[config.mk]
export PLATFORM = sky130hd
export DESIGN_NAME = axi_mem_resp_flat
export DESIGN_NICKNAME = d
export VERILOG_FILES = /design/src/common/axi_burst_pkg.sv /design/src/common/mem_pipe_pkg.sv /design/src/common/mem_beat_if.sv /design/src/axi_mem/axi_mem_resp.sv /design/src/flat_wrapper.sv
export VERILOG_INCLUDE_DIRS = /design/src /design/src/common
export SDC_FILE = /design/constraint.sdc
export NUM_CORES = 1
export LEC_CHECK = 0
export BUFFER_PORTS_ARGS = -buffer_cell sky130_fd_sc_hd__buf_4
export CORE_MARGIN = 2
export CORE_UTILIZATION = 41
export CTS_BUF_LIST = sky130_fd_sc_hd__clkbuf_2 sky130_fd_sc_hd__clkbuf_4 sky130_fd_sc_hd__clkbuf_8
export DETAILED_ROUTE_END_ITERATION = 7
export GPL_ROUTABILITY_DRIVEN = 0
export HOLD_SLACK_MARGIN = 0.03
export PLACE_DENSITY = 0.88
export SYNTH_ARGS = -nofsm -noshare
export SYNTH_HDL_FRONTEND = slang
export SYNTH_SLANG_ARGS = --single-unit
[constraint.sdc]
create_clock -name clk_i -period 3.1 [get_ports clk_i]
set_clock_uncertainty 0.15 [all_clocks]
set_input_delay 0.31 -clock clk_i [delete_from_list [all_inputs] [get_ports clk_i]]
set_output_delay 0.31 -clock clk_i [all_outputs]
set_load 0.05 [all_outputs]
[src/common/axi_mem_config.svh]
// AXI memory configuration
// Bus widths, memory depth and the simulation timeout margin

`ifndef AXI_MEM_CONFIG_SVH
`define AXI_MEM_CONFIG_SVH

`define AXI_MEM_ADDR_W 16
`define AXI_MEM_DATA_W 32
`define AXI_MEM_ID_W 4
`define AXI_MEM_STRB_W (`AXI_MEM_DATA_W / 8)

// Number of words held by the array
`define AXI_MEM_DEPTH 256

// Extra cycles allowed on top of the expected run length
`define AXI_MEM_TIMEOUT_MARGIN 200

`endif

[src/common/axi_burst_pkg.sv]
// AXI burst types
// Burst kind, response code and beat count as seen on the AXI channels

package axi_burst_pkg;

  // WRAP and the reserved code both fall back to FIXED behaviour
  typedef enum logic [1:0] {
    BURST_FIXED = 2'b00,
    BURST_INCR  = 2'b01
  } burst_e;

  typedef enum logic [1:0] {
    RESP_OKAY   = 2'b00,
    RESP_SLVERR = 2'b10
  } resp_e;

  // Number of beats in a burst minus one
  typedef logic [7:0] len_t;

endpackage

[src/common/mem_pipe_pkg.sv]
// Memory pipeline types
// Front FSM states and the opcode carried by each beat

package mem_pipe_pkg;

  typedef enum logic [1:0] {
    IDLE        = 2'b00,
    WRITE_BURST = 2'b01,
    READ_BURST  = 2'b10,
    WAIT_RESP   = 2'b11
  } front_state_e;

  typedef enum logic {
    BEAT_WRITE = 1'b0,
    BEAT_READ  = 1'b1
  } beat_op_e;

endpackage

[src/common/mem_beat_if.sv]
// Memory beat link
// One beat with valid/ready handshake between two pipeline stages

`timescale 1ns/1ps
`include "axi_mem_config.svh"

interface mem_beat_if
  import mem_pipe_pkg::*;
();

  logic                        valid;
  logic                        ready;
  beat_op_e                    op;
  logic [`AXI_MEM_ADDR_W-1:0]  addr;
  logic [`AXI_MEM_DATA_W-1:0]  data;
  logic [`AXI_MEM_STRB_W-1:0]  strb;
  logic [`AXI_MEM_ID_W-1:0]    id;
  logic                        last;

  modport source (output valid, op, addr, data, strb, id, last, input ready);
  modport sink (input valid, op, addr, data, strb, id, last, output ready);

endinterface

[src/axi_mem/axi_mem_resp.sv]
// AXI memory response stage
// Turns finished beats into R beats and B responses, and registers
// every accepted beat onto the monitor outputs

`timescale 1ns/1ps
`include "axi_mem_config.svh"

module axi_mem_resp
  import axi_burst_pkg::*;
  import mem_pipe_pkg::*;
(
  input  logic                        clk_i,
  input  logic                        rst_n_i,
  mem_beat_if.sink                    done,
  input  logic                        err_i,
  output logic                        b_valid_o,
  output logic [`AXI_MEM_ID_W-1:0]    b_id_o,
  output resp_e                       b_resp_o,
  output logic                        r_valid_o,
  output logic [`AXI_MEM_ID_W-1:0]    r_id_o,
  output logic [`AXI_MEM_DATA_W-1:0]  r_data_o,
  output resp_e                       r_resp_o,
  output logic                        r_last_o,
  input  logic                        b_ready_i,
  input  logic                        r_ready_i,
  output logic                        burst_done_o,
  output logic                        mon_valid_o,
  output logic                        mon_we_o,
  output logic [`AXI_MEM_ADDR_W-1:0]  mon_addr_o,
  output logic [`AXI_MEM_DATA_W-1:0]  mon_data_o,
  output logic [`AXI_MEM_ID_W-1:0]    mon_id_o,
  output logic                        mon_last_o
);

  logic beat_read;
  logic done_hs;
  logic b_load;
  logic err_acc_q;

  assign beat_read = (done.op == BEAT_READ);

  // The last write beat waits while an earlier B is still held
  assign done.ready = beat_read ? r_ready_i : (!done.last || !b_valid_o);
  assign done_hs    = done.valid && done.ready;
  assign b_load     = done_hs && !beat_read && done.last;

  assign r_valid_o = done.valid && beat_read;
  assign r_id_o    = done.id;
  assign r_data_o  = done.data;
  assign r_resp_o  = err_i ? RESP_SLVERR : RESP_OKAY;
  assign r_last_o  = done.last;

  assign burst_done_o = (b_valid_o && b_ready_i) || (r_valid_o && r_ready_i && done.last);

  // Error seen on any earlier beat of the current write burst
  always_ff @(posedge clk_i or negedge rst_n_i) begin
    if (!rst_n_i) begin
      err_acc_q <= 1'b0;
      b_valid_o <= 1'b0;
    end else begin
      if (done_hs && !beat_read) begin
        err_acc_q <= done.last ? 1'b0 : (err_acc_q || err_i);
      end
      if (b_load) begin
        b_valid_o <= 1'b1;
      end else if (b_ready_i) begin
        b_valid_o <= 1'b0;
      end
    end
  end

  always_ff @(posedge clk_i) begin
    if (b_load) begin
      b_id_o   <= done.id;
      b_resp_o <= (err_acc_q || err_i) ? RESP_SLVERR : RESP_OKAY;
    end
  end

  always_ff @(posedge clk_i or negedge rst_n_i) begin
    if (!rst_n_i) begin
      mon_valid_o <= 1'b0;
    end else begin
      mon_valid_o <= done_hs;
    end
  end

  always_ff @(posedge clk_i) begin
    if (done_hs) begin
      mon_we_o   <= !beat_read;
      mon_addr_o <= done.addr;
      mon_data_o <= done.data;
      mon_id_o   <= done.id;
      mon_last_o <= done.last;
    end
  end

endmodule

[src/flat_wrapper.sv]
// flat-port wrapper written by rule: the top's interface ports become plain ports
module axi_mem_resp_flat import axi_burst_pkg::*; import mem_pipe_pkg::*;
  (clk_i, rst_n_i, err_i, b_valid_o, b_id_o, b_resp_o, r_valid_o, r_id_o, r_data_o, r_resp_o, r_last_o, b_ready_i, r_ready_i, burst_done_o, mon_valid_o, mon_we_o, mon_addr_o, mon_data_o, mon_id_o, mon_last_o, done_valid, done_op, done_addr, done_data, done_strb, done_id, done_last, done_ready);
  mem_beat_if done_i ();
  input  logic clk_i;
  input  logic rst_n_i;
  input  logic err_i;
  output logic b_valid_o;
  output logic [`AXI_MEM_ID_W-1:0] b_id_o;
  output resp_e b_resp_o;
  output logic r_valid_o;
  output logic [`AXI_MEM_ID_W-1:0] r_id_o;
  output logic [`AXI_MEM_DATA_W-1:0] r_data_o;
  output resp_e r_resp_o;
  output logic r_last_o;
  input  logic b_ready_i;
  input  logic r_ready_i;
  output logic burst_done_o;
  output logic mon_valid_o;
  output logic mon_we_o;
  output logic [`AXI_MEM_ADDR_W-1:0] mon_addr_o;
  output logic [`AXI_MEM_DATA_W-1:0] mon_data_o;
  output logic [`AXI_MEM_ID_W-1:0] mon_id_o;
  output logic mon_last_o;
  input wire logic [$bits(done_i.valid)-1:0] done_valid;
  input wire logic [$bits(done_i.op)-1:0] done_op;
  input wire logic [$bits(done_i.addr)-1:0] done_addr;
  input wire logic [$bits(done_i.data)-1:0] done_data;
  input wire logic [$bits(done_i.strb)-1:0] done_strb;
  input wire logic [$bits(done_i.id)-1:0] done_id;
  input wire logic [$bits(done_i.last)-1:0] done_last;
  output wire logic [$bits(done_i.ready)-1:0] done_ready;
  assign done_i.valid = done_valid;
  assign done_i.op = done_op;
  assign done_i.addr = done_addr;
  assign done_i.data = done_data;
  assign done_i.strb = done_strb;
  assign done_i.id = done_id;
  assign done_i.last = done_last;
  assign done_ready = done_i.ready;
  axi_mem_resp u_core (.clk_i(clk_i), .rst_n_i(rst_n_i), .done(done_i), .err_i(err_i), .b_valid_o(b_valid_o), .b_id_o(b_id_o), .b_resp_o(b_resp_o), .r_valid_o(r_valid_o), .r_id_o(r_id_o), .r_data_o(r_data_o), .r_resp_o(r_resp_o), .r_last_o(r_last_o), .b_ready_i(b_ready_i), .r_ready_i(r_ready_i), .burst_done_o(burst_done_o), .mon_valid_o(mon_valid_o), .mon_we_o(mon_we_o), .mon_addr_o(mon_addr_o), .mon_data_o(mon_data_o), .mon_id_o(mon_id_o), .mon_last_o(mon_last_o));
endmodule
# Word-level counts from Yosys, hierarchy flattened
# Cells that the tools add are included.
# totals
regBits	63
wordCells	30
# op_classes
muxes	6
n_reduce_logical	14
# ops
cell	n
$logic_and 1x1->1	7
$mux 1	4
$mux 2	2
$logic_not 1->1	3
$logic_or 1x1->1	3
$reduce_bool 2->1	1

# Logic depth before layout (Yosys ltp)
# depth
word_depth	7
mapped_depth	2
depth_no_buf	2

# Worst setup path after synthesis
# OpenSTA, ideal clock, no wires.
# synth_timing
path_type	reg2reg
start	register u_core.b_valid_o
end	register u_core.mon_addr_o[0], enable pin
setup_ns	0.409
t_arrival_ns	1.907
required_ns	2.541
setup_slack_ns	0.634
stages_incl_launch_ff	3
n_path_buf	0
synth_period_minus_slack_ns	2.466
path_cell_list	dfrtp_1 nand2_1 o211a_1
# synth_between
elab_chain_len	4
# synth_rtl
element	line	text
from (decl)	axi_mem_resp.sv:16	output logic b_valid_o,
from (signal assigned)	axi_mem_resp.sv:59	b_valid_o <= 1'b0;
from (signal assigned)	axi_mem_resp.sv:65	b_valid_o <= 1'b1;
from (signal assigned)	axi_mem_resp.sv:67	b_valid_o <= 1'b0;
$logic_not 1->1	axi_mem_resp.sv:43	assign done.ready = beat_read ? r_ready_i : (!done.last || !b_valid_o);
$logic_or 1x1->1	axi_mem_resp.sv:43	
$mux 1	axi_mem_resp.sv:43	
$logic_and 1x1->1	axi_mem_resp.sv:44	assign done_hs = done.valid && done.ready;
named net u_core.done_hs	axi_mem_resp.sv:36	logic done_hs;
to (signal assigned)	axi_mem_resp.sv:90	mon_addr_o <= done.addr;
to (decl)	axi_mem_resp.sv:29	output logic [`AXI_MEM_ADDR_W-1:0] mon_addr_o,
# The timed path passes the listed nets, and every way through them passes these cells.
# A chain may end at the register's enable or synchronous reset.

# Worst setup path in the final report
# layout_timing
start	register u_core.b_valid_o
end	register u_core.mon_addr_o[2], enable pin
# Same word-level chain as after synthesis.

==> results.sh <==
export IMPL_status="complete, no violations"
export IMPL_layoutNonFillerInstCount=382
export IMPL_die_y_um=78.4
export IMPL_avgSynthCellArea_um2=19.2
export IMPL_clock_latency_ps=310
export IMPL_yosys_area_top_type="edfxtp_1"
export IMPL_slew_violations=0
export IMPL_tightest_slew_ps=695
export IMPL_rows=27
export IMPL_htree_levels=3
export IMPL_synthTopCellsByArea="edfxtp_1 78%, buf_4 13%, dfrtp_1 3.3%"
export IMPL_grt_pass1_wl_mm=8.68
export IMPL_clock_path_buffers=2
export IMPL_crit_type="flip-flop to flip-flop"
export IMPL_clock_sinks=62
export IMPL_remaining_drc_errors=0
export IMPL_ctsResizeCount=0
export IMPL_hold_viol=0
export IMPL_worstHoldStart="done_last"
export IMPL_startpoint_type="flip-flop"
export IMPL_setup_viol=0
export IMPL_n_antenna_cell=0
export IMPL_ys_types=18
export IMPL_yosysSeqAreaShare_pct=81.4
export IMPL_cts_clk_slew_worst_paths_ps=60
export IMPL_cts_root_buf="clkbuf_8"
export IMPL_grt_busiest_layer="met2"
export IMPL_final_layout_size_suffix_gt1_share_pct=58.4
export IMPL_synth_seq_cells=62
export IMPL_period_needed_ps=1930
export IMPL_cts_tree="yes"
export IMPL_min_path_type="input pin to flip-flop"
export IMPL_crit_start="u_core.b_valid_o"
export IMPL_power_density_nw_per_um2=530
export IMPL_start_util_pct=41.7
export IMPL_vias=1640
export IMPL_synthCells=118
export IMPL_timing_slew_headroom_pct=53.6
export IMPL_dp_cells=313
export IMPL_dieWidth_um=78.4
export IMPL_core_um2=5440
export IMPL_ir_worst_vdd_v=0.000327
export IMPL_die_area_um2=6140
export IMPL_crit_fanout=31
export IMPL_tritoncts_num_buffers=9
export IMPL_cts_setup_buffers=0
export IMPL_numPortBuffers=161
export IMPL_top_level_ports=168
export IMPL_endpoint_kind="flip-flop"
export IMPL_rsz0062_at_grt="false"
export IMPL_synth_top_area_share_pct=78.1
export IMPL_setup_tns_ps=0
export IMPL_finalCritPeriodShare_pct=62.4
export IMPL_final_antenna_net_count=0
export IMPL_p_leak_nw=1.75
export IMPL_overflow=0
export IMPL_drv_cap=0
export IMPL_wirelength_mm=5.84
export IMPL_grtUsageTotal_pct=19.2
export IMPL_met2_usage_pct=38.2
export IMPL_grt_max_degree=32
export IMPL_area_growth_synth_to_final_pct=75.7
export IMPL_reg2reg_from="u_core.b_valid_o"
export IMPL_grt_pass1_vias=1752
export IMPL_arrival_ps=1800
export IMPL_hpwl_mm=3.65
export IMPL_nNetsFinal=369
export IMPL_use_met1_pct=17.9
export IMPL_netlist_area_um2=2270
export IMPL_antenna_found_initial=0
export IMPL_grt_util_met3_pct=4.71
export IMPL_vias_per_cell=4.29
export IMPL_routedWlPerCell_um=15.3
export IMPL_dr_pass1_iters=4
export IMPL_yosysWarnings=0
export IMPL_critPathRequiredTime_ps=2960
export IMPL_drt_iter0_drc=65
export IMPL_fmax_mhz=517
-- worst paths after layout --
path	end	slack, ps	depth (start not counted)
worst max-delay path	u_core.mon_addr_o[2]	1170	3
min in group asynchronous	u_core.mon_valid_o	160	2
worst min-delay path	u_core.mon_last_o	70	1
worst max register to register	u_core.mon_addr_o[2]	1170	3
worst min register to register	u_core.err_acc_q	350	1
max in group asynchronous	u_core.err_acc_q	2540	2
-- layout by cell type, fill, tap and decap left out --
cell type      netlist  layout
inv_1                2       2
nand2_1              1       1
clkinv_1             0       1
and4bb_1             1       1
or2_2                1       1
o211a_2              0       1
clkbuf_4             0       2
a211o_1              1       1
and2b_1              1       1
a21o_1               1       1
or3b_1               1       1
edfxtp_1            59      59
dlygate4sd3_1        0      53
clkbuf_8             0       9
buf_12               0       1
conb_1               1       2
clkinvlp_4           0       1
buf_4               40     161
or2b_1               1       1
o21a_1               1       1
clkinv_2             0       3
dfrtp_1              3       3
and2_2               1       1
a32o_1               1       1
and4bb_2             1       1
-- metrics by stage --
| step | utilization (%) | area (um2) | worst slack [ps] | hold slack (ps) | power, mW |
|---|---|---|---|---|---|
| after global routing | 73.3 | 3990 | 1090 | 61.3 | 2.18 |
| after global placement | 60.5 | 3290 | 1110 | -47.8 | 1.48 |
| after CTS | 73.3 | 3990 | 1170 | 56.1 | 2.13 |
| final | 73.3 | 3990 | 1170 | 74.3 | 2.11 |
| after detailed placement | 60.5 | 3290 | 1060 | -47.3 | 1.49 |
| after floorplan | - | 2270 | 634 | -136 | 1.34 |
-- per-layer routing --
layer	share of wire (%)	wire length, um
met5	0	0
met4	1.1	65
met3	7.4	430
met2	59	3470
met1	32	1870
-- state kept, by name, indices dropped and copies added (netlist names) --
signal and flops:
u_core.b_id_o 4, u_core.mon_id_o 4, u_core.b_valid_o 1, u_core.mon_data_o 32
u_core.mon_valid_o 1, u_core.b_resp_o 1, u_core.mon_last_o 1, u_core.mon_we_o 1
u_core.err_acc_q 1, u_core.mon_addr_o 16
-- critical path: stages (launching register included) --
cell,delay (ps)
dfrtp_1,430
nand2_1,120
o211a_2,630
buf_12,280
-- logic make-up after synthesis --
family | share of synthesized area (%)
AOI/OAI and AO/OA | 1.93
buffers and inverters | 13.6
and+or+nand+nor | 2.92
other | 0.165
DFF | 81.4
-- what timing repair did --
item / 4_1_cts / 5_1_grt
hold buffers: 53 / 0
hold endpoints to repair: 59 / 0
setup endpoints to repair: 0 / 0
-- Yosys cell counts (all sizes together) --
master,count
a211o,1
a21o,1
a32o,1
and2,1
and2b,1
and4bb,2
buf,40
conb,1
dfrtp,3
edfxtp,59
inv,2
nand2,1
o211a,1
o21a,1
or2,1
or2b,1
or3b,1
-- final cells by class --
| class | instances | area, um2 |
|---|---|---|
| clock buffer | 11 | 139 |
| inverter | 2 | 7.51 |
| sequential | 62 | 1850 |
| multi-input combinational | 15 | 118 |
| clock inverter | 5 | 26.3 |
| timing repair buffer | 215 | 1760 |
| tap | 72 | 90.1 |
| fill | 350 | 1450 |
-- where the power goes --
group / leakage [nW] / total, mW / internal (mW) / switching [mW]
sequential: 0.597 / 0.990 / 0.975 / 0.0154
clock: 0.0874 / 0.587 / 0.301 / 0.286
combinational: 1.07 / 0.536 / 0.190 / 0.345
Power figures use the tool's default switching activity.
