`src/common/axi_mem_config.svh`:
```
// AXI memory configuration
// Bus widths, memory depth and the simulation timeout margin

`ifndef AXI_MEM_CONFIG_SVH
`define AXI_MEM_CONFIG_SVH

`define AXI_MEM_ADDR_W 16
`define AXI_MEM_DATA_W 32
`define AXI_MEM_ID_W 4
`define AXI_MEM_STRB_W (`AXI_MEM_DATA_W / 8)

// Number of words held by the array
`define AXI_MEM_DEPTH 256

// Extra cycles allowed on top of the expected run length
`define AXI_MEM_TIMEOUT_MARGIN 200

`endif

```
`src/common/axi_burst_pkg.sv`:
```
// AXI burst types
// Burst kind, response code and beat count as seen on the AXI channels

package axi_burst_pkg;

  // WRAP and the reserved code both fall back to FIXED behaviour
  typedef enum logic [1:0] {
    BURST_FIXED = 2'b00,
    BURST_INCR  = 2'b01
  } burst_e;

  typedef enum logic [1:0] {
    RESP_OKAY   = 2'b00,
    RESP_SLVERR = 2'b10
  } resp_e;

  // Number of beats in a burst minus one
  typedef logic [7:0] len_t;

endpackage

```
`src/common/mem_pipe_pkg.sv`:
```
// Memory pipeline types
// Front FSM states and the opcode carried by each beat

package mem_pipe_pkg;

  typedef enum logic [1:0] {
    IDLE        = 2'b00,
    WRITE_BURST = 2'b01,
    READ_BURST  = 2'b10,
    WAIT_RESP   = 2'b11
  } front_state_e;

  typedef enum logic {
    BEAT_WRITE = 1'b0,
    BEAT_READ  = 1'b1
  } beat_op_e;

endpackage

```
`src/common/mem_beat_if.sv`:
```
// Memory beat link
// One beat with valid/ready handshake between two pipeline stages

`timescale 1ns/1ps
`include "axi_mem_config.svh"

interface mem_beat_if
  import mem_pipe_pkg::*;
();

  logic                        valid;
  logic                        ready;
  beat_op_e                    op;
  logic [`AXI_MEM_ADDR_W-1:0]  addr;
  logic [`AXI_MEM_DATA_W-1:0]  data;
  logic [`AXI_MEM_STRB_W-1:0]  strb;
  logic [`AXI_MEM_ID_W-1:0]    id;
  logic                        last;

  modport source (output valid, op, addr, data, strb, id, last, input ready);
  modport sink (input valid, op, addr, data, strb, id, last, output ready);

endinterface

```
`src/axi_mem/axi_mem_front.sv`:
```
// AXI memory front stage
// Accepts one write or read burst at a time and issues one beat command
// per cycle, with the beat address worked out for FIXED and INCR bursts

`timescale 1ns/1ps
`include "axi_mem_config.svh"

module axi_mem_front
  import axi_burst_pkg::*;
  import mem_pipe_pkg::*;
(
  input  logic                        clk_i,
  input  logic                        rst_n_i,
  input  logic                        aw_valid_i,
  input  logic [`AXI_MEM_ID_W-1:0]    aw_id_i,
  input  logic [`AXI_MEM_ADDR_W-1:0]  aw_addr_i,
  input  len_t                        aw_len_i,
  input  logic [1:0]                  aw_burst_i,
  input  logic                        w_valid_i,
  input  logic [`AXI_MEM_DATA_W-1:0]  w_data_i,
  input  logic [`AXI_MEM_STRB_W-1:0]  w_strb_i,
  input  logic                        w_last_i,
  input  logic                        ar_valid_i,
  input  logic [`AXI_MEM_ID_W-1:0]    ar_id_i,
  input  logic [`AXI_MEM_ADDR_W-1:0]  ar_addr_i,
  input  len_t                        ar_len_i,
  input  logic [1:0]                  ar_burst_i,
  output logic                        aw_ready_o,
  output logic                        w_ready_o,
  output logic                        ar_ready_o,
  input  logic                        burst_done_i,
  mem_beat_if.source                  cmd
);

  localparam logic [`AXI_MEM_ADDR_W-1:0] ADDR_STEP = `AXI_MEM_ADDR_W'(`AXI_MEM_STRB_W);

  front_state_e               state_q;
  front_state_e               state_d;
  logic [`AXI_MEM_ID_W-1:0]   id_q;
  logic [`AXI_MEM_ADDR_W-1:0] addr_q;
  len_t                       len_q;
  len_t                       cnt_q;
  burst_e                     burst_q;
  logic                       aw_hs;
  logic                       ar_hs;
  logic                       beat_hs;
  logic                       beat_last;

  // Writes win when AW and AR arrive together
  // Address readies stay low while reset is held
  assign aw_ready_o = rst_n_i && (state_q == IDLE);
  assign ar_ready_o = rst_n_i && (state_q == IDLE) && !aw_valid_i;
  assign w_ready_o  = (state_q == WRITE_BURST) && cmd.ready;

  assign aw_hs = aw_valid_i && aw_ready_o;
  assign ar_hs = ar_valid_i && ar_ready_o;

  assign beat_last = (cnt_q == len_q);
  assign beat_hs   = cmd.valid && cmd.ready;

  // W beats pass straight through, read beats need no input
  assign cmd.valid = ((state_q == WRITE_BURST) && w_valid_i) || (state_q == READ_BURST);
  assign cmd.op    = (state_q == WRITE_BURST) ? BEAT_WRITE : BEAT_READ;
  assign cmd.addr  = addr_q;
  assign cmd.data  = w_data_i;
  assign cmd.strb  = (state_q == WRITE_BURST) ? w_strb_i : '0;
  assign cmd.id    = id_q;
  assign cmd.last  = beat_last;

  always_comb begin
    state_d = state_q;
    case (state_q)
      IDLE: begin
        if (aw_hs) begin
          state_d = WRITE_BURST;
        end else if (ar_hs) begin
          state_d = READ_BURST;
        end
      end
      WRITE_BURST, READ_BURST: begin
        if (beat_hs && beat_last) begin
          state_d = WAIT_RESP;
        end
      end
      WAIT_RESP: begin
        if (burst_done_i) begin
          state_d = IDLE;
        end
      end
      default: state_d = IDLE;
    endcase
  end

  always_ff @(posedge clk_i or negedge rst_n_i) begin
    if (!rst_n_i) begin
      state_q <= IDLE;
      cnt_q   <= '0;
    end else begin
      state_q <= state_d;
      if (aw_hs || ar_hs) begin
        cnt_q <= '0;
      end else if (beat_hs) begin
        cnt_q <= cnt_q + 8'd1;
      end
    end
  end

  // Burst descriptor, loaded on acceptance
  always_ff @(posedge clk_i) begin
    if (aw_hs) begin
      id_q    <= aw_id_i;
      addr_q  <= aw_addr_i;
      len_q   <= aw_len_i;
      burst_q <= (aw_burst_i == BURST_INCR) ? BURST_INCR : BURST_FIXED;
    end else if (ar_hs) begin
      id_q    <= ar_id_i;
      addr_q  <= ar_addr_i;
      len_q   <= ar_len_i;
      burst_q <= (ar_burst_i == BURST_INCR) ? BURST_INCR : BURST_FIXED;
    end else if (beat_hs && (burst_q == BURST_INCR)) begin
      addr_q <= addr_q + ADDR_STEP;
    end
  end

endmodule

```
`src/flat_wrapper.sv`:
```
// flat-port wrapper written by rule: the top's interface ports become plain ports
module axi_mem_front_flat import axi_burst_pkg::*; import mem_pipe_pkg::*;
  (clk_i, rst_n_i, aw_valid_i, aw_id_i, aw_addr_i, aw_len_i, aw_burst_i, w_valid_i, w_data_i, w_strb_i, w_last_i, ar_valid_i, ar_id_i, ar_addr_i, ar_len_i, ar_burst_i, aw_ready_o, w_ready_o, ar_ready_o, burst_done_i, cmd_valid, cmd_op, cmd_addr, cmd_data, cmd_strb, cmd_id, cmd_last, cmd_ready);
  mem_beat_if cmd_i ();
  input  logic clk_i;
  input  logic rst_n_i;
  input  logic aw_valid_i;
  input  logic [`AXI_MEM_ID_W-1:0] aw_id_i;
  input  logic [`AXI_MEM_ADDR_W-1:0] aw_addr_i;
  input  len_t aw_len_i;
  input  logic [1:0] aw_burst_i;
  input  logic w_valid_i;
  input  logic [`AXI_MEM_DATA_W-1:0] w_data_i;
  input  logic [`AXI_MEM_STRB_W-1:0] w_strb_i;
  input  logic w_last_i;
  input  logic ar_valid_i;
  input  logic [`AXI_MEM_ID_W-1:0] ar_id_i;
  input  logic [`AXI_MEM_ADDR_W-1:0] ar_addr_i;
  input  len_t ar_len_i;
  input  logic [1:0] ar_burst_i;
  output logic aw_ready_o;
  output logic w_ready_o;
  output logic ar_ready_o;
  input  logic burst_done_i;
  output wire logic [$bits(cmd_i.valid)-1:0] cmd_valid;
  output wire logic [$bits(cmd_i.op)-1:0] cmd_op;
  output wire logic [$bits(cmd_i.addr)-1:0] cmd_addr;
  output wire logic [$bits(cmd_i.data)-1:0] cmd_data;
  output wire logic [$bits(cmd_i.strb)-1:0] cmd_strb;
  output wire logic [$bits(cmd_i.id)-1:0] cmd_id;
  output wire logic [$bits(cmd_i.last)-1:0] cmd_last;
  input wire logic [$bits(cmd_i.ready)-1:0] cmd_ready;
  assign cmd_valid = cmd_i.valid;
  assign cmd_op = cmd_i.op;
  assign cmd_addr = cmd_i.addr;
  assign cmd_data = cmd_i.data;
  assign cmd_strb = cmd_i.strb;
  assign cmd_id = cmd_i.id;
  assign cmd_last = cmd_i.last;
  assign cmd_i.ready = cmd_ready;
  axi_mem_front u_core (.clk_i(clk_i), .rst_n_i(rst_n_i), .aw_valid_i(aw_valid_i), .aw_id_i(aw_id_i), .aw_addr_i(aw_addr_i), .aw_len_i(aw_len_i), .aw_burst_i(aw_burst_i), .w_valid_i(w_valid_i), .w_data_i(w_data_i), .w_strb_i(w_strb_i), .w_last_i(w_last_i), .ar_valid_i(ar_valid_i), .ar_id_i(ar_id_i), .ar_addr_i(ar_addr_i), .ar_len_i(ar_len_i), .ar_burst_i(ar_burst_i), .aw_ready_o(aw_ready_o), .w_ready_o(w_ready_o), .ar_ready_o(ar_ready_o), .burst_done_i(burst_done_i), .cmd(cmd_i));
endmodule
```
`config.mk`:
```
export PLATFORM = sky130hd
export DESIGN_NAME = axi_mem_front_flat
export DESIGN_NICKNAME = d
export VERILOG_FILES = /design/src/common/axi_burst_pkg.sv /design/src/common/mem_pipe_pkg.sv /design/src/common/mem_beat_if.sv /design/src/axi_mem/axi_mem_front.sv /design/src/flat_wrapper.sv
export VERILOG_INCLUDE_DIRS = /design/src /design/src/common
export SDC_FILE = /design/constraint.sdc
export NUM_CORES = 1
export LEC_CHECK = 0
export BUFFER_PORTS_ARGS = -buffer_cell sky130_fd_sc_hd__buf_2
export CAP_MARGIN = 20
export CORE_ASPECT_RATIO = 0.6
export CORE_MARGIN = 2
export CORE_UTILIZATION = 45
export CTS_CLUSTER_DIAMETER = 80
export DETAILED_ROUTE_END_ITERATION = 10
export PLACE_DENSITY = 0.82
export SETUP_SLACK_MARGIN = 0.05
export SLEW_MARGIN = 20
export SYNTH_ARGS = -nofsm -noshare
export SYNTH_HDL_FRONTEND = slang
export SYNTH_SLANG_ARGS = --single-unit
```
`constraint.sdc`:
```
create_clock -name clk_i -period 3.83 [get_ports clk_i]
set_input_delay 0.766 -clock clk_i [delete_from_list [all_inputs] [get_ports clk_i]]
set_output_delay 0.766 -clock clk_i [all_outputs]
set_load 0.1 [all_outputs]
```
Yosys cells after proc, flatten, opt, wreduce, memory -nomap -nowiden
Index checks and enable logic that the tools add are counted.

Eq/ne operators: 10. Multiplexer cells: 20. Reductions and logical operators: 18. $add $sub $neg: 2.

Operator list (number): $mux 16 (3); $mux 8 (4); $add 16x3->16 const B (1); $mux 2 (6); $mux 4 (3); $logic_and 1x1->1 (9); $add 8x1->8 const B (1); $eq 2x1->1 const B (4); $eq 8x8->1 (1); $pmux 2 s3 (1); $eq 2x2->1 const B (2); $reduce_bool 2->1 (2); $mux 1 (3); $ne 3x1->1 const B (1); $reduce_and 3->1 (1); $reduce_bool 3->1 (1); $logic_not 2->1 (1); $logic_or 1x1->1 (2); $ne 2x1->1 const B (1); $ne 2x2->1 const B (1); $reduce_or 2->1 (1); $logic_not 1->1 (1).

Logic and storage cells: 56. Register bits after elaboration: 40. Input port bits: 104. Output and inout bits: 62.

Depth between registers and ports, before layout
Gate-level depths: netlist (run 1).

Depth after elaboration: 8. Mapped depth: 8. Mapped depth without buffers: 7.

Least setup slack after synthesis (run 1)
No wires, ideal clock.

Path kind: input to output. Start point: input port rst_n_i. End point: output port ar_ready_o. Arrival: 2.098 ns. Data required time: 3.064 ns. Stages on the path: 2. Path buffers: 0. Slack: 0.966 ns. Cell sequence: nand2_1 -> nor2_1.

Longest elaborated chain between the ends: 2.

Ends and longest elaborated chain: start: declaration (line flat_wrapper.sv:6) `input logic rst_n_i;`; $logic_and 1x1->1 (2 in a row) (line axi_mem_front.sv:52) `assign ar_ready_o = rst_n_i && (state_q == IDLE) && !aw_valid_i;`; end: declaration (line flat_wrapper.sv:23) `output logic ar_ready_o;`.

No other way between the ends.

Worst setup path after layout (run 1)
Start point: register u_core.state_q[0]. End point: output port ar_ready_o.

Longest elaborated chain between the ends: 3.

Ends and longest elaborated chain: start: declaration (line axi_mem_front.sv:37) `front_state_e state_q;`; start signal: assignment (line axi_mem_front.sv:99) `state_q <= state_d;`; $logic_not 2->1 (line axi_mem_front.sv:52); $logic_and 1x1->1 (2 in a row) (line axi_mem_front.sv:52).

No other way between the ends.

==> results of run 1 <==
cells by family after synthesis:
family / Yosys count / share of synthesized area
simple gates: 109 / 0.202
mux: 3 / 0.0119
compound gates: 39 / 0.0930
flops: 39 / 0.446
buf+inv: 46 / 0.122
fa+ha+maj: 7 / 0.0348
xor+xnor: 26 / 0.0905
per-layer routing:
layer  global-route usage  vias to the layer above  wire length, um
met1                0.242                      957             2730
li1                     -                     1022                -
met5                    0                        -                0
met4               0.0568                        0               66
met3               0.0626                       12              419
met2                0.294                       88             2410
power breakdown:
group          internal [W]  leakage, nW  switching (W)
Clock              0.000129       0.0395       0.000134
Sequential         0.000589        0.399      0.0000880
Combinational      0.000266        0.946       0.000826
Total              0.000984         1.38        0.00105
per-stage QoR:
step           setup WS (ns)  total power, W   util
6_report                1.32         0.00203  0.532
5_1_grt                 1.12         0.00215  0.532
4_1_cts                 1.30         0.00204  0.532
3_5_place_dp            1.05         0.00178  0.518
3_3_place_gp            1.09         0.00175  0.518
2_1_floorplan          0.966         0.00174      -
synth_stat cells (all sizes together):
| cell | n |
|---|---|
| a21o | 3 |
| a21oi | 7 |
| a22o | 2 |
| a22oi | 4 |
| a31oi | 3 |
| and2 | 6 |
| and3 | 6 |
| and4 | 1 |
| buf | 36 |
| clkbuf | 5 |
| dfrtp | 10 |
| edfxtp | 29 |
| ha | 7 |
| inv | 5 |
| mux2i | 3 |
| nand2 | 61 |
| nand3 | 6 |
| nand3b | 2 |
| nand4 | 5 |
| nand4b | 1 |
| nor2 | 18 |
| nor2b | 1 |
| nor3b | 1 |
| o21ai | 17 |
| o22ai | 2 |
| o31ai | 1 |
| or3 | 1 |
| xnor2 | 14 |
| xor2 | 12 |
registers in the layout, summed over array words and instances (netlist names):
signal and flops:
u_core.burst_q 1, u_core.cmd.addr 16, u_core.cmd.id 4, u_core.cnt_q 8, u_core.len_q 8, u_core.state_q 2
critical path: stages, from the launching register on:
cell	delay [ns]
dfrtp_1	0.40
inv_1	0.15
ha_1	0.26
nand2_1	0.13
nor2_1	0.10
buf_2	0.43
layout make-up:
class / count / area (um2)
fillers: 527 / 2570
flip-flops and latches: 39 / 1120
multi-input cells: 184 / 1090
repair buffers: 104 / 531
well taps: 69 / 86.3
clock buffers: 8 / 80.1
inverters: 5 / 18.8
worst max path at each step:
stage,cells after the start,from,to,slack [ns]
after floorplan,2,rst_n_i,ar_ready_o,0.97
after global placement,5,rst_n_i,u_core.cmd.addr[3]$_DFFE_PP_,1.09
after detailed placement,5,rst_n_i,u_core.cmd.addr[13]$_DFFE_PP_,1.05
after CTS,5,u_core.state_q[0]$_DFFE_PN0P_,ar_ready_o,1.30
after global routing,6,u_core.state_q[0]$_DFFE_PN0P_,u_core.cmd.addr[15]$_DFFE_PP_,1.12
final,5,u_core.state_q[0]$_DFFE_PN0P_,ar_ready_o,1.32
==> results.yml, run 1 <==
synth:
  yosys-top-cells-area: "edfxtp_1 (35%), dfrtp_1 (9.9%), buf_4 (9.5%)"
  synth_area_leader_cell: "edfxtp_1"
  seq_area_frac_synth: 0.446
  syn_avg_cell_area_um2: 9.35
  netlist_instances: 269
  synth-seq-cells: 39
  ys_types: 37
  synth_nets: 380
  yosys_warnings: 0
  synthesis.area_mm2: 0.00252
  synth_top_area_frac: 0.346
routing:
  vias: 2079
  drt_iter0_drc: 115
  drt.antenna.violating_nets: 0
  wl_per_cell_um: 13.8
  via_per_inst: 5.08
  dr.pass1.iters: 4
  drc: 0
  routed_wirelength_um: 5630
clock_network:
  tritoncts: "built"
  clock-sinks: 39
  insertion_delay_ns: 0.28
  ctsHtreeMaxLevel: 2
  cts_buffers: 5
  root_buffer: "clkbuf_8"
  cts_resized: 0
  cts.path.max_buffers: 2
  post_cts_buffers: 0
  hold_buffers: 0
  clk_pin_slew_ns: 0.07
floorplan:
  die_w_um: 101
  dieArea_mm2: 0.00623
  die_h_um: 61.9
  pin_count: 166
  rows: 21
  start_util: 0.458
  core-area_mm2: 0.00549
job:
  cap_viol_max_count: 0
critical_path:
  crit_fanout: 5
  r2r-start: "u_core.state_q[0]$_DFFE_PN0P_"
  start_kind: "flip-flop"
  worstRegToRegCells: 6
  r2r-end: "u_core.cmd.addr[15]$_DFFE_PP_"
  crit_type: "flip-flop to output port"
  critPathCaptureType: "output port"
  crit_arrival_ns: 1.75
  worstPathRequired_ns: 3.06
  reg2reg_slack_ns: 1.35
finish:
  layout_common_cells: "buf_2 (100), nand2_1 (60), edfxtp_1 (29)"
  fin_area_mm2: 0.00292
  drive_above_1_share: 0.353
  diodes: 0
  layout.nets: 450
  layout.cells.non_filler: 409
  layout_commonest_cell: "buf_2"
  synthToLayoutAreaGrowth_pct: 16.2
grt:
  grt_use_total: 0.184
  grt_max_degree: 27
  antenna_found_initial: 0
  gr-total-overflow: 0
  first_global_vias: 1911
  grt_pass1_wl_um: 8670
timing:
  finalClockSkew_ns: 0.00734
  hold_viol: 0
  maxSlewViolCount: 0
  maxSlewHeadroom: 0.612
  tns_ns: 0
  period_needed_ns: 2.51
  tightest_slew_ns: 0.582
  rsz0062_at_grt: "false"
  worst_hold_slack_ns: 0.362
  setup_viol: 0
  timing.final.crit_share: 0.656
  fmax_mhz: 398
placed_design:
  placed_cells: 401
  portBuffers: 100
  hpwl_um: 4300
  dpl_cell_area_mm2: 0.00284
  place.gp.congestion: 0.818
pwr:
  p_leak_nw: 1.38
  vdd_drop_max_v: 0.000355
  p_per_area_mw_per_mm2: 695
min_path:
  hold_class: "input pin to asynchronous set/reset pin"
run_status:
  status: "finished, final reports clean"
Power figures use the tool's default switching activity.
==> run 2, diff against run 1 <==
ABC_AREA = 1   (was not set)
CORE_UTILIZATION = 44   (was 45)
PLACE_DENSITY = 0.78   (was 0.82)
clock period = 2.4 ns   (was 3.83 ns; I/O delays follow)
==> run 2 against run 1 <==
  * Clock power rose by 110%
  * Worst setup slack got worse by 1.2 ns
  * Die area rose by 11%
  * Register-to-register slack got worse by 0.83 ns
  * First-iteration DRC count rose by 7.8%
  * Clock-buffer cell count fell by 2
  * Sequential share of layout area fell by 3.9 points
  * Highest routed layer unchanged
==> results.yml, run 2 <==
run_status:
  status: "finished, final reports clean"
clock_network:
  post_cts_buffers: 0
  cts.path.max_buffers: 2
  cts_resized: 0
  clock-sinks: 39
  cts_buffers: 5
  tritoncts: "built"
  root_buffer: "clkbuf_8"
  insertion_delay_ns: 0.29
  ctsHtreeMaxLevel: 2
  hold_buffers: 0
  clk_pin_slew_ns: 0.08
placed_design:
  hpwl_um: 5140
  place.gp.congestion: 0.922
  dpl_cell_area_mm2: 0.00314
  portBuffers: 100
floorplan:
  rows: 22
  pin_count: 166
  start_util: 0.452
  die_h_um: 65.1
  dieArea_mm2: 0.00689
  die_w_um: 106
  core-area_mm2: 0.00606
routing:
  drc: 0
  drt.antenna.violating_nets: 0
  via_per_inst: 4.92
  routed_wirelength_um: 6530
  drt_iter0_drc: 124
  vias: 2546
  dr.pass1.iters: 5
  wl_per_cell_um: 12.6
finish:
  layout.nets: 544
  largest_reg_flops: 16
  synthToLayoutAreaGrowth_pct: 19.0
  layout_commonest_cell: "nand2_1"
  drive_above_1_share: 0.309
  fill_cells: 609
  fin_area_mm2: 0.00326
  layout_common_cells: "nand2_1 (121), buf_2 (100), inv_1 (35)"
  diodes: 0
synth:
  synth.most_common_cell: "nand2_1"
  synth_edf_count: 29
  synth_nets: 470
  async_flop_share: 0.256
  synthesis.area_mm2: 0.00274
  yosys_warnings: 0
  synth_area_leader_cell: "edfxtp_1"
  syn_avg_cell_area_um2: 7.63
  synth_flop_cell: "edfxtp_1"
  netlist_instances: 359
  ys_top_cells_by_count: "nand2_1 (121), inv_1 (35), buf_4 (33), edfxtp_1 (29), nor2_1 (23)"
  synth_top_area_frac: 0.318
  yosys-top-cells-area: "edfxtp_1 (32%), nand2_1 (17%), dfrtp_1 (9.1%)"
  ys_types: 37
  seq_area_frac_synth: 0.409
  synth-seq-cells: 39
timing:
  timing.final.crit_share: 0.946
  rsz0062_at_grt: "false"
  fmax_mhz: 441
  tns_ns: 0
  maxSlewViolCount: 0
  maxSlewHeadroom: 0.667
  period_needed_ns: 2.27
  worst_hold_slack_ns: 0.147
  finalClockSkew_ns: 0.00558
  tightest_slew_ns: 0.502
  setup_viol: 0
  hold_viol: 0
job:
  cap_viol_max_count: 0
critical_path:
  crit_start: "u_core.cnt_q[7]$_DFFE_PN0P_"
  start_kind: "flip-flop"
  critPathCaptureType: "output port"
  r2r-start: "u_core.state_q[0]$_DFFE_PN0P_"
  worstPathRequired_ns: 1.92
  crit_arrival_ns: 1.79
  crit_end: "cmd_last"
  reg2reg_slack_ns: 0.52
  crit_type: "flip-flop to output port"
  crit_fanout: 3
  r2r-end: "u_core.len_q[0]$_DFFE_PN_"
  worstRegToRegCells: 9
grt:
  gr-total-overflow: 0
  grt_max_degree: 32
  grt_use_total: 0.195
  grt_pass1_wl_um: 10400
  antenna_found_initial: 0
  first_global_vias: 2246
min_path:
  hold_class: "input pin to asynchronous set/reset pin"
pwr:
  p_leak_nw: 1.69
  p_per_area_mw_per_mm2: 1130
  vdd_drop_max_v: 0.000624
-- run 2: logic make-up after synthesis --
family / share of synthesized area
simple gates: 0.300
buf+inv: 0.159
compound gates: 0.0877
flops: 0.409
fa+ha+maj: 0.0320
xor+xnor: 0.0128
-- run 2: routing by layer --
layer  wire [um]  global-route usage  vias to the layer above
met5           0                   0                        -
met4          48              0.0477                        0
met3         735              0.0575                        5
met2        2740               0.294                      139
met1        3000               0.277                     1129
li1            -                   -                     1273
-- run 2: where the power goes --
part / internal, W / switching [W]
registers: 0.000959 / 0.000144
logic: 0.000445 / 0.00158
clock network: 0.000336 / 0.000228
total: 0.00174 / 0.00196
-- run 2: worst min path at each step --
stage,endpoint,slack [ns]
floorplan,u_core.cnt_q[0]$_DFFE_PN0P_,0.18
global placement,u_core.cnt_q[4]$_DFFE_PN0P_,0.47
detailed placement,u_core.cnt_q[4]$_DFFE_PN0P_,0.46
global route,u_core.cnt_q[1]$_DFFE_PN0P_,0.15
CTS,u_core.cnt_q[0]$_DFFE_PN0P_,0.15
finish,u_core.cnt_q[0]$_DFFE_PN0P_,0.15
-- run 2: cell type report --
type                       instances  area, um2  share of cell area
clock buffer                       6       82.6              0.0253
clock inverter                     2       35.0              0.0107
inverter                          40        159              0.0488
multi-input combinational        241       1200               0.368
sequential                        39       1120               0.344
tap                               84        105              0.0322
timing repair buffer             106        558               0.171
-- run 2: per-stage QoR --
stage | worst slack (ns) | std cells | total power (W) | utilization
floorplan | 0.0980 | 359 | 0.00298 | -
global placement | 0.474 | 510 | 0.00309 | 0.519
detailed placement | 0.428 | 510 | 0.00315 | 0.519
CTS | 0.102 | 518 | 0.00372 | 0.538
global route | 0.0528 | 518 | 0.00393 | 0.538
finish | 0.130 | 518 | 0.00370 | 0.538
-- run 2: critical path, stage by stage (launching register included) --
cell,delay (ns)
dfrtp_1,0.40
inv_1,0.11
nand2_1,0.07
nand2_1,0.06
nand2_1,0.10
nor4_4,0.29
buf_2,0.47
==> run 3, diff against run 2 <==
CORE_ASPECT_RATIO = 1.1   (was 0.6)
CTS_CLUSTER_DIAMETER = not set   (was 80)
==> run 3 against run 2 <==
  * Core utilization fell by 1.2 points
  * Worst setup slack better by 0.071 ns
  * Total power shrank 5.1%
  * Critical path type unchanged
  * Cell area is 1.8% lower
==> results.yml, run 3 (synthesis gave the netlist of run 2 again) <==
finish:
  synthToLayoutAreaGrowth_pct: 16.8
  diodes: 0
  layout_commonest_cell: "nand2_1"
  layout.cells.non_filler: 513
  layout.nets: 543
  layout_common_cells: "nand2_1 (121), buf_2 (99), inv_1 (35)"
  largest_reg_flops: 16
  drive_above_1_share: 0.300
timing:
  setup_viol: 0
  maxSlewViolCount: 0
  hold_viol: 0
  timing.final.crit_share: 0.916
  fin_ws_ns: 0.201
  finalClockSkew_ns: 0.00884
  maxSlewHeadroom: 0.666
  worst_hold_slack_ns: 0.155
  tightest_slew_ns: 0.500
  period_needed_ns: 2.20
  tns_ns: 0
  fmax_mhz: 455
  rsz0062_at_grt: "false"
critical_path:
  crit_fanout: 7
  worstRegToRegCells: 8
  critPathCaptureType: "output port"
  r2r-start: "u_core.state_q[0]$_DFFE_PN0P_"
  crit_type: "flip-flop to output port"
  worstPathRequired_ns: 1.92
  crit_arrival_ns: 1.72
  r2r-end: "u_core.len_q[1]$_DFFE_PN_"
  start_kind: "flip-flop"
  reg2reg_slack_ns: 0.41
grt:
  grt_max_degree: 28
  antenna_found_initial: 0
  use_met2: 0.310
  grt_pass1_wl_um: 9650
  first_global_vias: 2222
  use_met1: 0.218
  grt_use_met3: 0.0406
  gr-total-overflow: 0
  busiest_layer: "met2"
  grt_use_total: 0.176
placed_design:
  place_ws_ns: 0.387
  hpwl_um: 4730
  place.gp.congestion: 0.824
  portBuffers: 100
  placed_cells: 505
floorplan:
  pin_count: 166
  die_h_um: 86.8
  core-area_mm2: 0.00608
  rows: 30
  dieArea_mm2: 0.00687
  start_util: 0.450
  die_w_um: 79.2
clock_network:
  tritoncts: "built"
  cts.path.max_buffers: 2
  hold_buffers: 0
  cts_buffers: 5
  clk_pin_slew_ns: 0.08
  insertion_delay_ns: 0.28
  ctsHtreeMaxLevel: 2
  clock-sinks: 39
  root_buffer: "clkbuf_8"
routing:
  vias: 2499
  drt_iter0_drc: 209
  routed_wirelength_um: 6000
  drt.antenna.violating_nets: 0
  via_per_inst: 4.87
  wl_per_cell_um: 11.7
  dr.pass1.iters: 5
  drc: 0
pwr:
  p_leak_nw: 1.66
  p_per_area_mw_per_mm2: 1100
  power_w: 0.00351
  vdd_drop_max_v: 0.000554
run_status:
  status: "finished, final reports clean"
job:
  cap_viol_max_count: 0
min_path:
  hold_class: "input pin to asynchronous set/reset pin"
-- run 3: how the worst max path moves through the flow --
stage                                        from                            end  slack [ns]  cells after the start
global placement    u_core.state_q[0]$_DFFE_PN0P_      u_core.len_q[2]$_DFFE_PN_        0.43                      8
finish              u_core.state_q[1]$_DFFE_PN0P_                      cmd_valid        0.20                      5
CTS                   u_core.cnt_q[5]$_DFFE_PN0P_                       cmd_last        0.16                      6
detailed placement  u_core.state_q[0]$_DFFE_PN0P_      u_core.len_q[5]$_DFFE_PN_        0.39                      8
global route          u_core.cnt_q[5]$_DFFE_PN0P_                       cmd_last        0.11                      6
floorplan            u_core.cmd.addr[2]$_DFFE_PP_  u_core.cmd.addr[12]$_DFFE_PP_         0.1                     10
-- run 3: repair_timing --
item	4_1_cts	5_1_grt
hold endpoints to repair	0	0
buffers inserted	0	0
resized for setup	0	1
endpoints found under the setup margin	0	1
-- run 3: power breakdown --
part | internal [W] | total [W] | switching, W | leakage [nW]
combinational | 0.000428 | 0.00199 | 0.00157 | 1.22
sequential | 0.000959 | 0.00110 | 0.000138 | 0.406
clock | 0.000198 | 0.000417 | 0.000219 | 0.0403
total | 0.00159 | 0.00351 | 0.00192 | 1.66
-- run 3: cell type report --
type / instances / area, um2
Timing Repair Buffer: 105 / 541
Sequential cell: 39 / 1120
Fill cell: 619 / 2880
Tap cell: 80 / 100
Clock buffer: 6 / 72.6
Inverter: 40 / 159
Multi-Input combinational cell: 241 / 1200
Clock inverter: 2 / 7.51
-- run 3: worst max-delay path, cell delays in order, from the launching register on --
cell,delay [ns]
dfrtp_1,0.42
inv_1,0.12
ha_1,0.29
nand2_1,0.10
nand2_2,0.09
buf_2,0.43
-- run 3: layer usage --
layer	vias to the layer above	wire length [um]
li1	1270	-
met1	1119	2580
met2	102	2950
met3	8	410
met4	0	55
met5	-	0
-- run 3: metrics by stage --
| stage | util | cell area (um2) |
|---|---|---|
| final | 0.526 | 3200 |
| after global routing | 0.526 | 3200 |
| after CTS | 0.526 | 3200 |
| after detailed placement | 0.513 | 3120 |
| after global placement | 0.513 | 3120 |
| after floorplan | - | 2750 |
